--- src/rtl/flag_pkg.sv ---
package flag_pkg;

    // alu operation select, 4 bits
    typedef enum logic [3:0] {
        ADC  = 4'd0,  // add with carry
        SBC  = 4'd1,  // subtract, carry = not borrow
        AND  = 4'd2,
        ORA  = 4'd3,
        EOR  = 4'd4,
        ASL  = 4'd5,  // shift left, zero in
        LSR  = 4'd6,  // shift right, zero in
        ROL  = 4'd7,  // rotate left through carry
        ROR  = 4'd8,  // rotate right through carry
        CMP  = 4'd9,  // a - b, no carry in
        PASS = 4'd10  // result = b
    } alu_op_e;

    // one flag micro-op per cycle
    typedef enum logic [3:0] {
        NOP = 4'd0,
        ALU = 4'd1,   // n/z always, c/v per alu op class
        PLP = 4'd2,   // pull flags from data byte
        SEC = 4'd3,
        CLC = 4'd4,
        SEI = 4'd5,
        CLI = 4'd6,
        SED = 4'd7,
        CLD = 4'd8,
        CLV = 4'd9    // goes through db with a zero byte
    } flag_op_e;

    // alu output bundle
    typedef struct packed {
        logic [7:0] result;
        logic       carry;     // carry out, or inverse borrow for sbc/cmp
        logic       overflow;  // signed overflow, add/sub only
    } alu_out_t;

    // status register strobes
    typedef struct packed {
        logic db_c;        // bit from db
        logic db_z;
        logic db_i;
        logic db_d;
        logic db_v;
        logic db_n;
        logic manual_c;    // take manual_set
        logic manual_i;
        logic manual_d;
        logic manual_set;  // value for the manual enables
        logic carry_c;     // c from alu carry
        logic dball_z;     // z from db == 0
        logic overflow_v;  // v from alu overflow
        logic rcl_v;       // reserved, force v high
        logic spare;       // always zero
    } psr_ctrl_t;

    // status word by name, msb first
    typedef struct packed {
        logic n, v, b_hi, b_lo, d, i, z, c;
    } psr_flags_t;

    // same byte seen as raw bus data or as named flags
    typedef union packed {
        logic [7:0] raw;
        psr_flags_t f;
    } psr_u;

endpackage
--- src/rtl/flag_unit_top.sv ---
`timescale 1ns/1ps

module flag_unit_top (
    input  logic                clk,
    input  logic                nrst,
    input  flag_pkg::flag_op_e  op,       // flag micro-op
    input  flag_pkg::alu_op_e   alu_op,
    input  logic [7:0]          a,
    input  logic [7:0]          b,
    input  logic [7:0]          data_in,  // plp byte
    input  logic                so,
    input  logic                brk,
    output logic [7:0]          result,   // combinational alu result
    output flag_pkg::psr_u      psr
);

    flag_pkg::alu_out_t  alu_res;
    flag_pkg::psr_ctrl_t ctrl;
    logic [7:0]          db;
    logic                carry;
    logic                overflow;

    assign result = alu_res.result;

    alu_core i_alu_core (
        .a        (a),
        .b        (b),
        .op       (alu_op),
        .carry_in (psr.f.c),   // rotates and adc/sbc use stored c
        .out      (alu_res)
    );

    flag_ctrl_decode i_flag_ctrl_decode (
        .op       (op),
        .alu_op   (alu_op),
        .alu      (alu_res),
        .data_in  (data_in),
        .ctrl     (ctrl),
        .db       (db),
        .carry    (carry),
        .overflow (overflow)
    );

    process_status_reg i_process_status_reg (
        .clk      (clk),
        .nrst     (nrst),
        .ctrl     (ctrl),
        .db       (db),
        .carry    (carry),
        .overflow (overflow),
        .so       (so),
        .brk      (brk),
        .psr      (psr)
    );

endmodule

--- src/rtl/process_status_reg.sv ---
`timescale 1ns/1ps

module process_status_reg (
    input  logic                 clk,
    input  logic                 nrst,
    input  flag_pkg::psr_ctrl_t  ctrl,
    input  logic [7:0]           db,        // bus byte from decode
    input  logic                 carry,     // alu carry
    input  logic                 overflow,  // alu overflow
    input  logic                 so,        // set-overflow pin
    input  logic                 brk,       // break level, shown on bits 5/4
    output flag_pkg::psr_u       psr
);

    flag_pkg::psr_u       db_u;      // db seen by flag name
    flag_pkg::psr_flags_t flags_q;   // stored flags, b bits unused
    flag_pkg::psr_flags_t flags_nxt;

    assign db_u.raw = db;

    always_ff @(posedge clk, negedge nrst) begin
        if (!nrst) begin
            flags_q <= '0;
        end else begin
            flags_q <= flags_nxt;
        end
    end

    // per-bit source select, no enable means hold
    assign flags_nxt.c = (ctrl.db_c & db_u.f.c) | (ctrl.manual_c & ctrl.manual_set) |
                         (ctrl.carry_c & carry) |
                         (~ctrl.db_c & ~ctrl.manual_c & ~ctrl.carry_c & flags_q.c);
    assign flags_nxt.z = (ctrl.db_z & db_u.f.z) | (ctrl.dball_z & ~|db) |
                         (~ctrl.db_z & ~ctrl.dball_z & flags_q.z);
    assign flags_nxt.i = (ctrl.db_i & db_u.f.i) | (ctrl.manual_i & ctrl.manual_set) |
                         (~ctrl.db_i & ~ctrl.manual_i & flags_q.i);
    assign flags_nxt.d = (ctrl.db_d & db_u.f.d) | (ctrl.manual_d & ctrl.manual_set) |
                         (~ctrl.db_d & ~ctrl.manual_d & flags_q.d);
    // so and rcl_v win over everything else
    assign flags_nxt.v = (ctrl.db_v & db_u.f.v) | (ctrl.overflow_v & overflow) |
                         ctrl.rcl_v | so |
                         (~ctrl.db_v & ~ctrl.overflow_v & ~ctrl.rcl_v & flags_q.v);
    assign flags_nxt.n = (ctrl.db_n & db_u.f.n) | (~ctrl.db_n & flags_q.n);
    assign flags_nxt.b_hi = 1'b0;   // break bits never stored
    assign flags_nxt.b_lo = 1'b0;

    // output word, break bits straight from brk
    assign psr.f.n    = flags_q.n;
    assign psr.f.v    = flags_q.v;
    assign psr.f.b_hi = brk;
    assign psr.f.b_lo = brk;
    assign psr.f.d    = flags_q.d;
    assign psr.f.i    = flags_q.i;
    assign psr.f.z    = flags_q.z;
    assign psr.f.c    = flags_q.c;

    // decode must pick one c source
    a_c_src_onehot: assert property (@(posedge clk) disable iff (!nrst)
        $onehot0({ctrl.db_c, ctrl.manual_c, ctrl.carry_c}))
        else $error("process_status_reg: more than one c source enabled");

    // and one z source
    a_z_src_onehot: assert property (@(posedge clk) disable iff (!nrst)
        !(ctrl.db_z && ctrl.dball_z))
        else $error("process_status_reg: db_z and dball_z both enabled");

endmodule

--- src/rtl/flag_ctrl_decode.sv ---
`timescale 1ns/1ps

module flag_ctrl_decode (
    input  flag_pkg::flag_op_e   op,
    input  flag_pkg::alu_op_e    alu_op,
    input  flag_pkg::alu_out_t   alu,
    input  logic [7:0]           data_in,  // plp byte
    output flag_pkg::psr_ctrl_t  ctrl,
    output logic [7:0]           db,       // bus byte to the status reg
    output logic                 carry,
    output logic                 overflow
);

    logic alu_arith;   // adc / sbc, touches c and v
    logic alu_carry;   // ops that write c without v

    assign alu_arith = (alu_op == flag_pkg::ADC) || (alu_op == flag_pkg::SBC);
    assign alu_carry = (alu_op == flag_pkg::ASL) || (alu_op == flag_pkg::LSR) ||
                       (alu_op == flag_pkg::ROL) || (alu_op == flag_pkg::ROR) ||
                       (alu_op == flag_pkg::CMP);

    // alu flags pass straight through, strobes decide use
    assign carry    = alu.carry;
    assign overflow = alu.overflow;

    always_comb begin
        ctrl = '0;   // rcl_v and spare stay zero
        db   = 8'd0;
        case (op)
            flag_pkg::ALU: begin
                db           = alu.result;
                ctrl.db_n    = 1'b1;       // n = result[7]
                ctrl.dball_z = 1'b1;       // z = result == 0
                if (alu_arith) begin
                    ctrl.carry_c    = 1'b1;
                    ctrl.overflow_v = 1'b1;
                end else if (alu_carry) begin
                    ctrl.carry_c = 1'b1;   // v left alone
                end
            end
            flag_pkg::PLP: begin
                db        = data_in;
                ctrl.db_c = 1'b1;
                ctrl.db_z = 1'b1;
                ctrl.db_i = 1'b1;
                ctrl.db_d = 1'b1;
                ctrl.db_v = 1'b1;
                ctrl.db_n = 1'b1;
            end
            flag_pkg::SEC: begin
                ctrl.manual_c   = 1'b1;
                ctrl.manual_set = 1'b1;
            end
            flag_pkg::CLC: ctrl.manual_c = 1'b1;   // manual_set low clears
            flag_pkg::SEI: begin
                ctrl.manual_i   = 1'b1;
                ctrl.manual_set = 1'b1;
            end
            flag_pkg::CLI: ctrl.manual_i = 1'b1;
            flag_pkg::SED: begin
                ctrl.manual_d   = 1'b1;
                ctrl.manual_set = 1'b1;
            end
            flag_pkg::CLD: ctrl.manual_d = 1'b1;
            flag_pkg::CLV: ctrl.db_v = 1'b1;       // v from db[6], db is zero here
            default: ;                             // nop, nothing enabled
        endcase
    end

endmodule

--- src/rtl/alu_core.sv ---
`timescale 1ns/1ps

module alu_core (
    input  logic [7:0]                a,
    input  logic [7:0]                b,
    input  flag_pkg::alu_op_e         op,
    input  logic                      carry_in,  // current c flag
    output flag_pkg::alu_out_t        out
);

    logic       is_sub;      // sbc or cmp
    logic [7:0] add_b;       // b or ~b into the adder
    logic       add_cin;
    logic [8:0] sum;         // 9 bits, msb is carry out
    logic       add_ovf;

    // one shared adder for adc, sbc and cmp
    assign is_sub  = (op == flag_pkg::SBC) || (op == flag_pkg::CMP);
    assign add_b   = is_sub ? ~b : b;
    assign add_cin = (op == flag_pkg::CMP) ? 1'b1 : carry_in; // cmp ignores carry
    assign sum     = {1'b0, a} + {1'b0, add_b} + {8'd0, add_cin};

    // operands agree in sign, result does not
    assign add_ovf = (a[7] == add_b[7]) && (sum[7] != a[7]);

    always_comb begin
        out.result   = 8'd0;
        out.carry    = 1'b0;
        out.overflow = 1'b0;
        case (op)
            flag_pkg::ADC, flag_pkg::SBC: begin
                out.result   = sum[7:0];
                out.carry    = sum[8];
                out.overflow = add_ovf;
            end
            flag_pkg::CMP: begin
                out.result = sum[7:0];   // only feeds n/z
                out.carry  = sum[8];     // set when a >= b
            end
            flag_pkg::AND:  out.result = a & b;
            flag_pkg::ORA:  out.result = a | b;
            flag_pkg::EOR:  out.result = a ^ b;
            flag_pkg::ASL: begin
                out.result = {a[6:0], 1'b0};
                out.carry  = a[7];       // bit shifted out
            end
            flag_pkg::LSR: begin
                out.result = {1'b0, a[7:1]};
                out.carry  = a[0];
            end
            flag_pkg::ROL: begin
                out.result = {a[6:0], carry_in};
                out.carry  = a[7];
            end
            flag_pkg::ROR: begin
                out.result = {carry_in, a[7:1]};
                out.carry  = a[0];
            end
            flag_pkg::PASS: out.result = b;
            default: begin
                // unused encodings give zero
                out.result = 8'd0;
            end
        endcase
    end

endmodule

--- config.mk ---
export PLATFORM = sky130hd
export DESIGN_NAME = flag_unit_top
export DESIGN_NICKNAME = d
export VERILOG_FILES = /design/src/rtl/flag_pkg.sv /design/src/rtl/flag_unit_top.sv /design/src/rtl/process_status_reg.sv /design/src/rtl/flag_ctrl_decode.sv /design/src/rtl/alu_core.sv
export SDC_FILE = /design/constraint.sdc
export NUM_CORES = 1
export LEC_CHECK = 0
export BUFFER_PORTS_ARGS = -buffer_cell sky130_fd_sc_hd__buf_2
export CORE_MARGIN = 2
export CORE_UTILIZATION = 41
export CTS_CLUSTER_SIZE = 10
export DETAILED_ROUTE_END_ITERATION = 8
export HOLD_SLACK_MARGIN = 0.08
export MAX_ROUTING_LAYER = met4
export PLACE_DENSITY = 0.73
export SYNTH_ARGS = -nofsm -noshare
export SYNTH_HDL_FRONTEND = slang
export SYNTH_SLANG_ARGS = --single-unit
--- constraint.sdc ---
create_clock -name clk -period 3.8 [get_ports clk]
set_input_delay 0.19 -clock clk [delete_from_list [all_inputs] [get_ports clk]]
set_output_delay 0.19 -clock clk [all_outputs]
set_load 0.03 [all_outputs]
==> impl_metrics.toml <==
[outcome]
run_status = "completed"

[synth]
synth-warning-count = 0
synth-seq-area-share_pct = 8.39
synth.area.top_cells = "sky130_fd_sc_hd__ha_1 (16%), sky130_fd_sc_hd__dfrtp_1 (8.4%), sky130_fd_sc_hd__xnor2_1 (4.9%), sky130_fd_sc_hd__a21oi_1 (4.5%), sky130_fd_sc_hd__inv_1 (4.0%)"
synth_top_area_share_pct = 16.1
synth_seq_cells = 6
synth-xor-area-share_pct = 6.36
post_synth_fa_ha_maj_area_fraction_pct = 18.3
synth_flop_cell = "sky130_fd_sc_hd__dfrtp_1"
synthesis.instances = 234
synth-edff-count = 0
synth_top_family_by_area = "compound AO/OA/AOI/OAI gates"
post_synth_net_total = 295
portion_of_netlist_area_occupied_by_mux_cells_pct = 4.26
post_synth.cell_area_avg_um2 = 7.65
synth.lib_cells_used.distinct = 58
post_synth_and_or_nand_nor_area_fraction_pct = 20.5
netlist.top_cell.by_area = "sky130_fd_sc_hd__ha_1"
post_synth_arst_share_pct = 100
mapped_cell_area_mm2 = 0.00179
synth-compound-area-share_pct = 32.7

[timing]
slew-limit-headroom_pct = 59.8
worst_pin_slew_ns = 0.594
fin_skew_ns = 0.00334
slew_violations = 0
hold_violations = 0
post-route-period-util_pct = 85.6
finalCriticalPeriod_ns = 3.25
timing.final.setup_violations = 0
setup_tns_ns = 0
max_freq_mhz = 308
rsz0062_at_grt = "false"

[power_and_ir_drop]
total_switching_power_mw = 0.237
vdd_drop_max_v = 0.0000955
static-leakage-power_nw = 0.980
sequential_cell_fraction_of_total_power_pct = 16.6
comb_power_share_pct = 64.0
clock_power_share_pct = 19.4
switching_power_share_of_the_total_pct = 46.3
p_int_mw = 0.275
power_density_over_the_cells_mw_per_mm2 = 246

[routing]
length_of_the_first_detailed_routing_pass_in_iterations = 4
detailedRoute.firstIterationViolations = 220
wire_per_inst_um = 15.1
post_drt_via_cell_ratio = 5.87
ant_nets = 0
drt_drc_violations_left = 0
routed-via-count = 1907
routed_wl_um = 4900

[place]
post-dp-hpwl_um = 3890
port_buffers = 46
placement.cell_area_mm2 = 0.00203
gp_congestion = 0.955

[global_route]
track_usage_pct = 20.7
grt_max_degree = 27
number_of_antenna_violations_at_the_first_check_in_global_routing = 0
grt_pass1_wl_um = 8220
global_route.overflow_total = 0
grt_pass1_vias = 1734

[clock_network]
latest_clock_arrival_within_the_worst_skew_pair_ns = 0.23
tritoncts = "built"
htree_num_levels = 1
clockBufferDepth = 2
cts_hold_repair.buffers = 1
cts.sink_count = 6
cts-resized-gates = 0
cts_buffers = 3
number_of_buffers_inserted_by_post_cts_setup_repair = 0
clk_transition_reported_paths_ns = 0.04
cts.root.buffer_cell = "sky130_fd_sc_hd__clkbuf_8"

[critical_path]
arrival_ns = 3.38
cp.buffers_inverters = 1
cpPeakStageDelay_ns = 0.50
worstPathCellList = "buf_2, nor3_1, xnor2_1, fa_1, fa_1, xor2_1, a32oi_1, nand4_1, a2111oi_0, or4b_1, o41ai_2"
crit_path_end_kind = "flop"
master_of_the_slowest_instance_on_the_critical_path = "sky130_fd_sc_hd__or4b_1"
cpMostUsedCell = "sky130_fd_sc_hd__fa_1"
worst_ep_required_time_ns = 3.92
startpoint_type = "primary input"
critical_path.top_delay_family = "simple AND/OR/NAND/NOR gates"
path_class = "primary input to flop"
critPathMaxFanout = 16

[die]
fp.coreArea_mm2 = 0.00429
die_width_um = 70.1
die_h_um = 70.1
io_pins = 52
dieArea_mm2 = 0.00491
fp-row-count = 24
floorplan.initialDensity_pct = 41.7

[layout]
design_area_mm2 = 0.00208
filler_instances = 428
antenna_cells_inserted = 0
final_nets = 336
area_overhead_vs_synth_pct = 16.1
final_cell_mix = "sky130_fd_sc_hd__buf_2 (46), sky130_fd_sc_hd__ha_1 (23), sky130_fd_sc_hd__inv_1 (19), sky130_fd_sc_hd__nand2_1 (19), sky130_fd_sc_hd__a21oi_1 (16)"
post_route_cells_drive_above_1_share_pct = 23.4
layout_commonest_cell = "sky130_fd_sc_hd__buf_2"
area.sequential_um2 = 150
area_of_combinational_cells_with_multiple_inputs_mm2 = 0.00147

[hold_path]
hold_path_class = "primary input to flop"

[run]
maxCapViolations = 0
path summary, 6_finish.rpt:
path                                             start                           to  slack (ns)  cells after the start
hold reg to reg            i_process_status_reg.psr[1]  i_process_status_reg.psr[1]        0.54                      2
setup / recovery                             alu_op[1]  i_process_status_reg.psr[1]        0.55                     11
max in group asynchronous                         nrst  i_process_status_reg.psr[1]        3.32                      2
min in group asynchronous                         nrst  i_process_status_reg.psr[3]        0.32                      2
hold / removal                                      so  i_process_status_reg.psr[6]        0.20                      3
setup reg to reg           i_process_status_reg.psr[0]  i_process_status_reg.psr[1]        0.69                      9
cell usage after synthesis, drive strengths merged (2+ instances only):
library cell and count:
nand2b 3, fa 2, ha 23, a22oi 3, mux2 5, a31oi 4
xor2 3, nor2 11, o21ai 13, a32oi 6, a2bb2oi 3, inv 20
a21o 5, o21a 3, a21oi 16, o211ai 6, o311ai 2, o221ai 2
xnor2 10, and3b 2, or3b 2, clkbuf 3, nand3b 4, buf 13
a211oi 2, nand3 3, o41ai 3, nor2b 4, mux2i 2, nor4bb 2
nand2 19, nor3b 4, a31o 2, dfrtp 6, a32o 2, a211o 5
area by class of cell:
class	count	share of cell area, %
Multi-Input combinational cell	192	70.7
Timing Repair Buffer	52	13.4
Sequential cell	6	7.22
Inverter	20	3.61
Tap cell	52	3.13
Clock buffer	3	1.99
metrics by stage:
stage                     utilization, %  hold slack, ns  worst slack (ns)  power, mW  std cells
after floorplan                        -          -0.106             0.131      0.327        234
after global placement              47.2          0.0279             0.385      0.407        321
after detailed placement            47.2          0.0259             0.320      0.409        321
after CTS                           48.4           0.198             0.563      0.511        325
after global routing                48.4           0.216             0.231      0.553        325
final                               48.4           0.196             0.548      0.512        325
metal layers:
metal | vias up | global-route usage, % | wire [µm]
met5 | - | - | 0
met1 | 888 | 28.9 | 2310
met3 | 10 | 3.17 | 251
li1 | 953 | - | -
met4 | 0 | 5.56 | 99
met2 | 56 | 31.2 | 2240
logic make-up (layout without fill, tap and decap cells):
kind of cell | after synthesis | after routing
mux | 7 | 7
xor+xnor | 13 | 13
simple gates | 65 | 65
buf+inv | 36 | 75
flops | 6 | 6
fa+ha+maj | 25 | 25
compound gates | 82 | 82
worst reg2reg max path: stages, from the launching register on:
cell and delay, ns:
sky130_fd_sc_hd__dfrtp_1 0.44, sky130_fd_sc_hd__a21o_1 0.19, sky130_fd_sc_hd__fa_1 0.44, sky130_fd_sc_hd__fa_1 0.45, sky130_fd_sc_hd__xor2_1 0.18, sky130_fd_sc_hd__a32oi_1 0.19, sky130_fd_sc_hd__nand4_1 0.11, sky130_fd_sc_hd__a2111oi_0 0.30
sky130_fd_sc_hd__or4b_1 0.50, sky130_fd_sc_hd__o41ai_2 0.20
power by group through the flow:
stage / clock (mW) / combinational (mW) / sequential (mW)
global route: 0.104 / 0.362 / 0.0864
floorplan: 0 / 0.224 / 0.103
CTS: 0.100 / 0.326 / 0.0850
global placement: 0 / 0.321 / 0.0853
finish: 0.0992 / 0.328 / 0.0851
detailed placement: 0 / 0.323 / 0.0859
(Power assumes the default switching activity.)
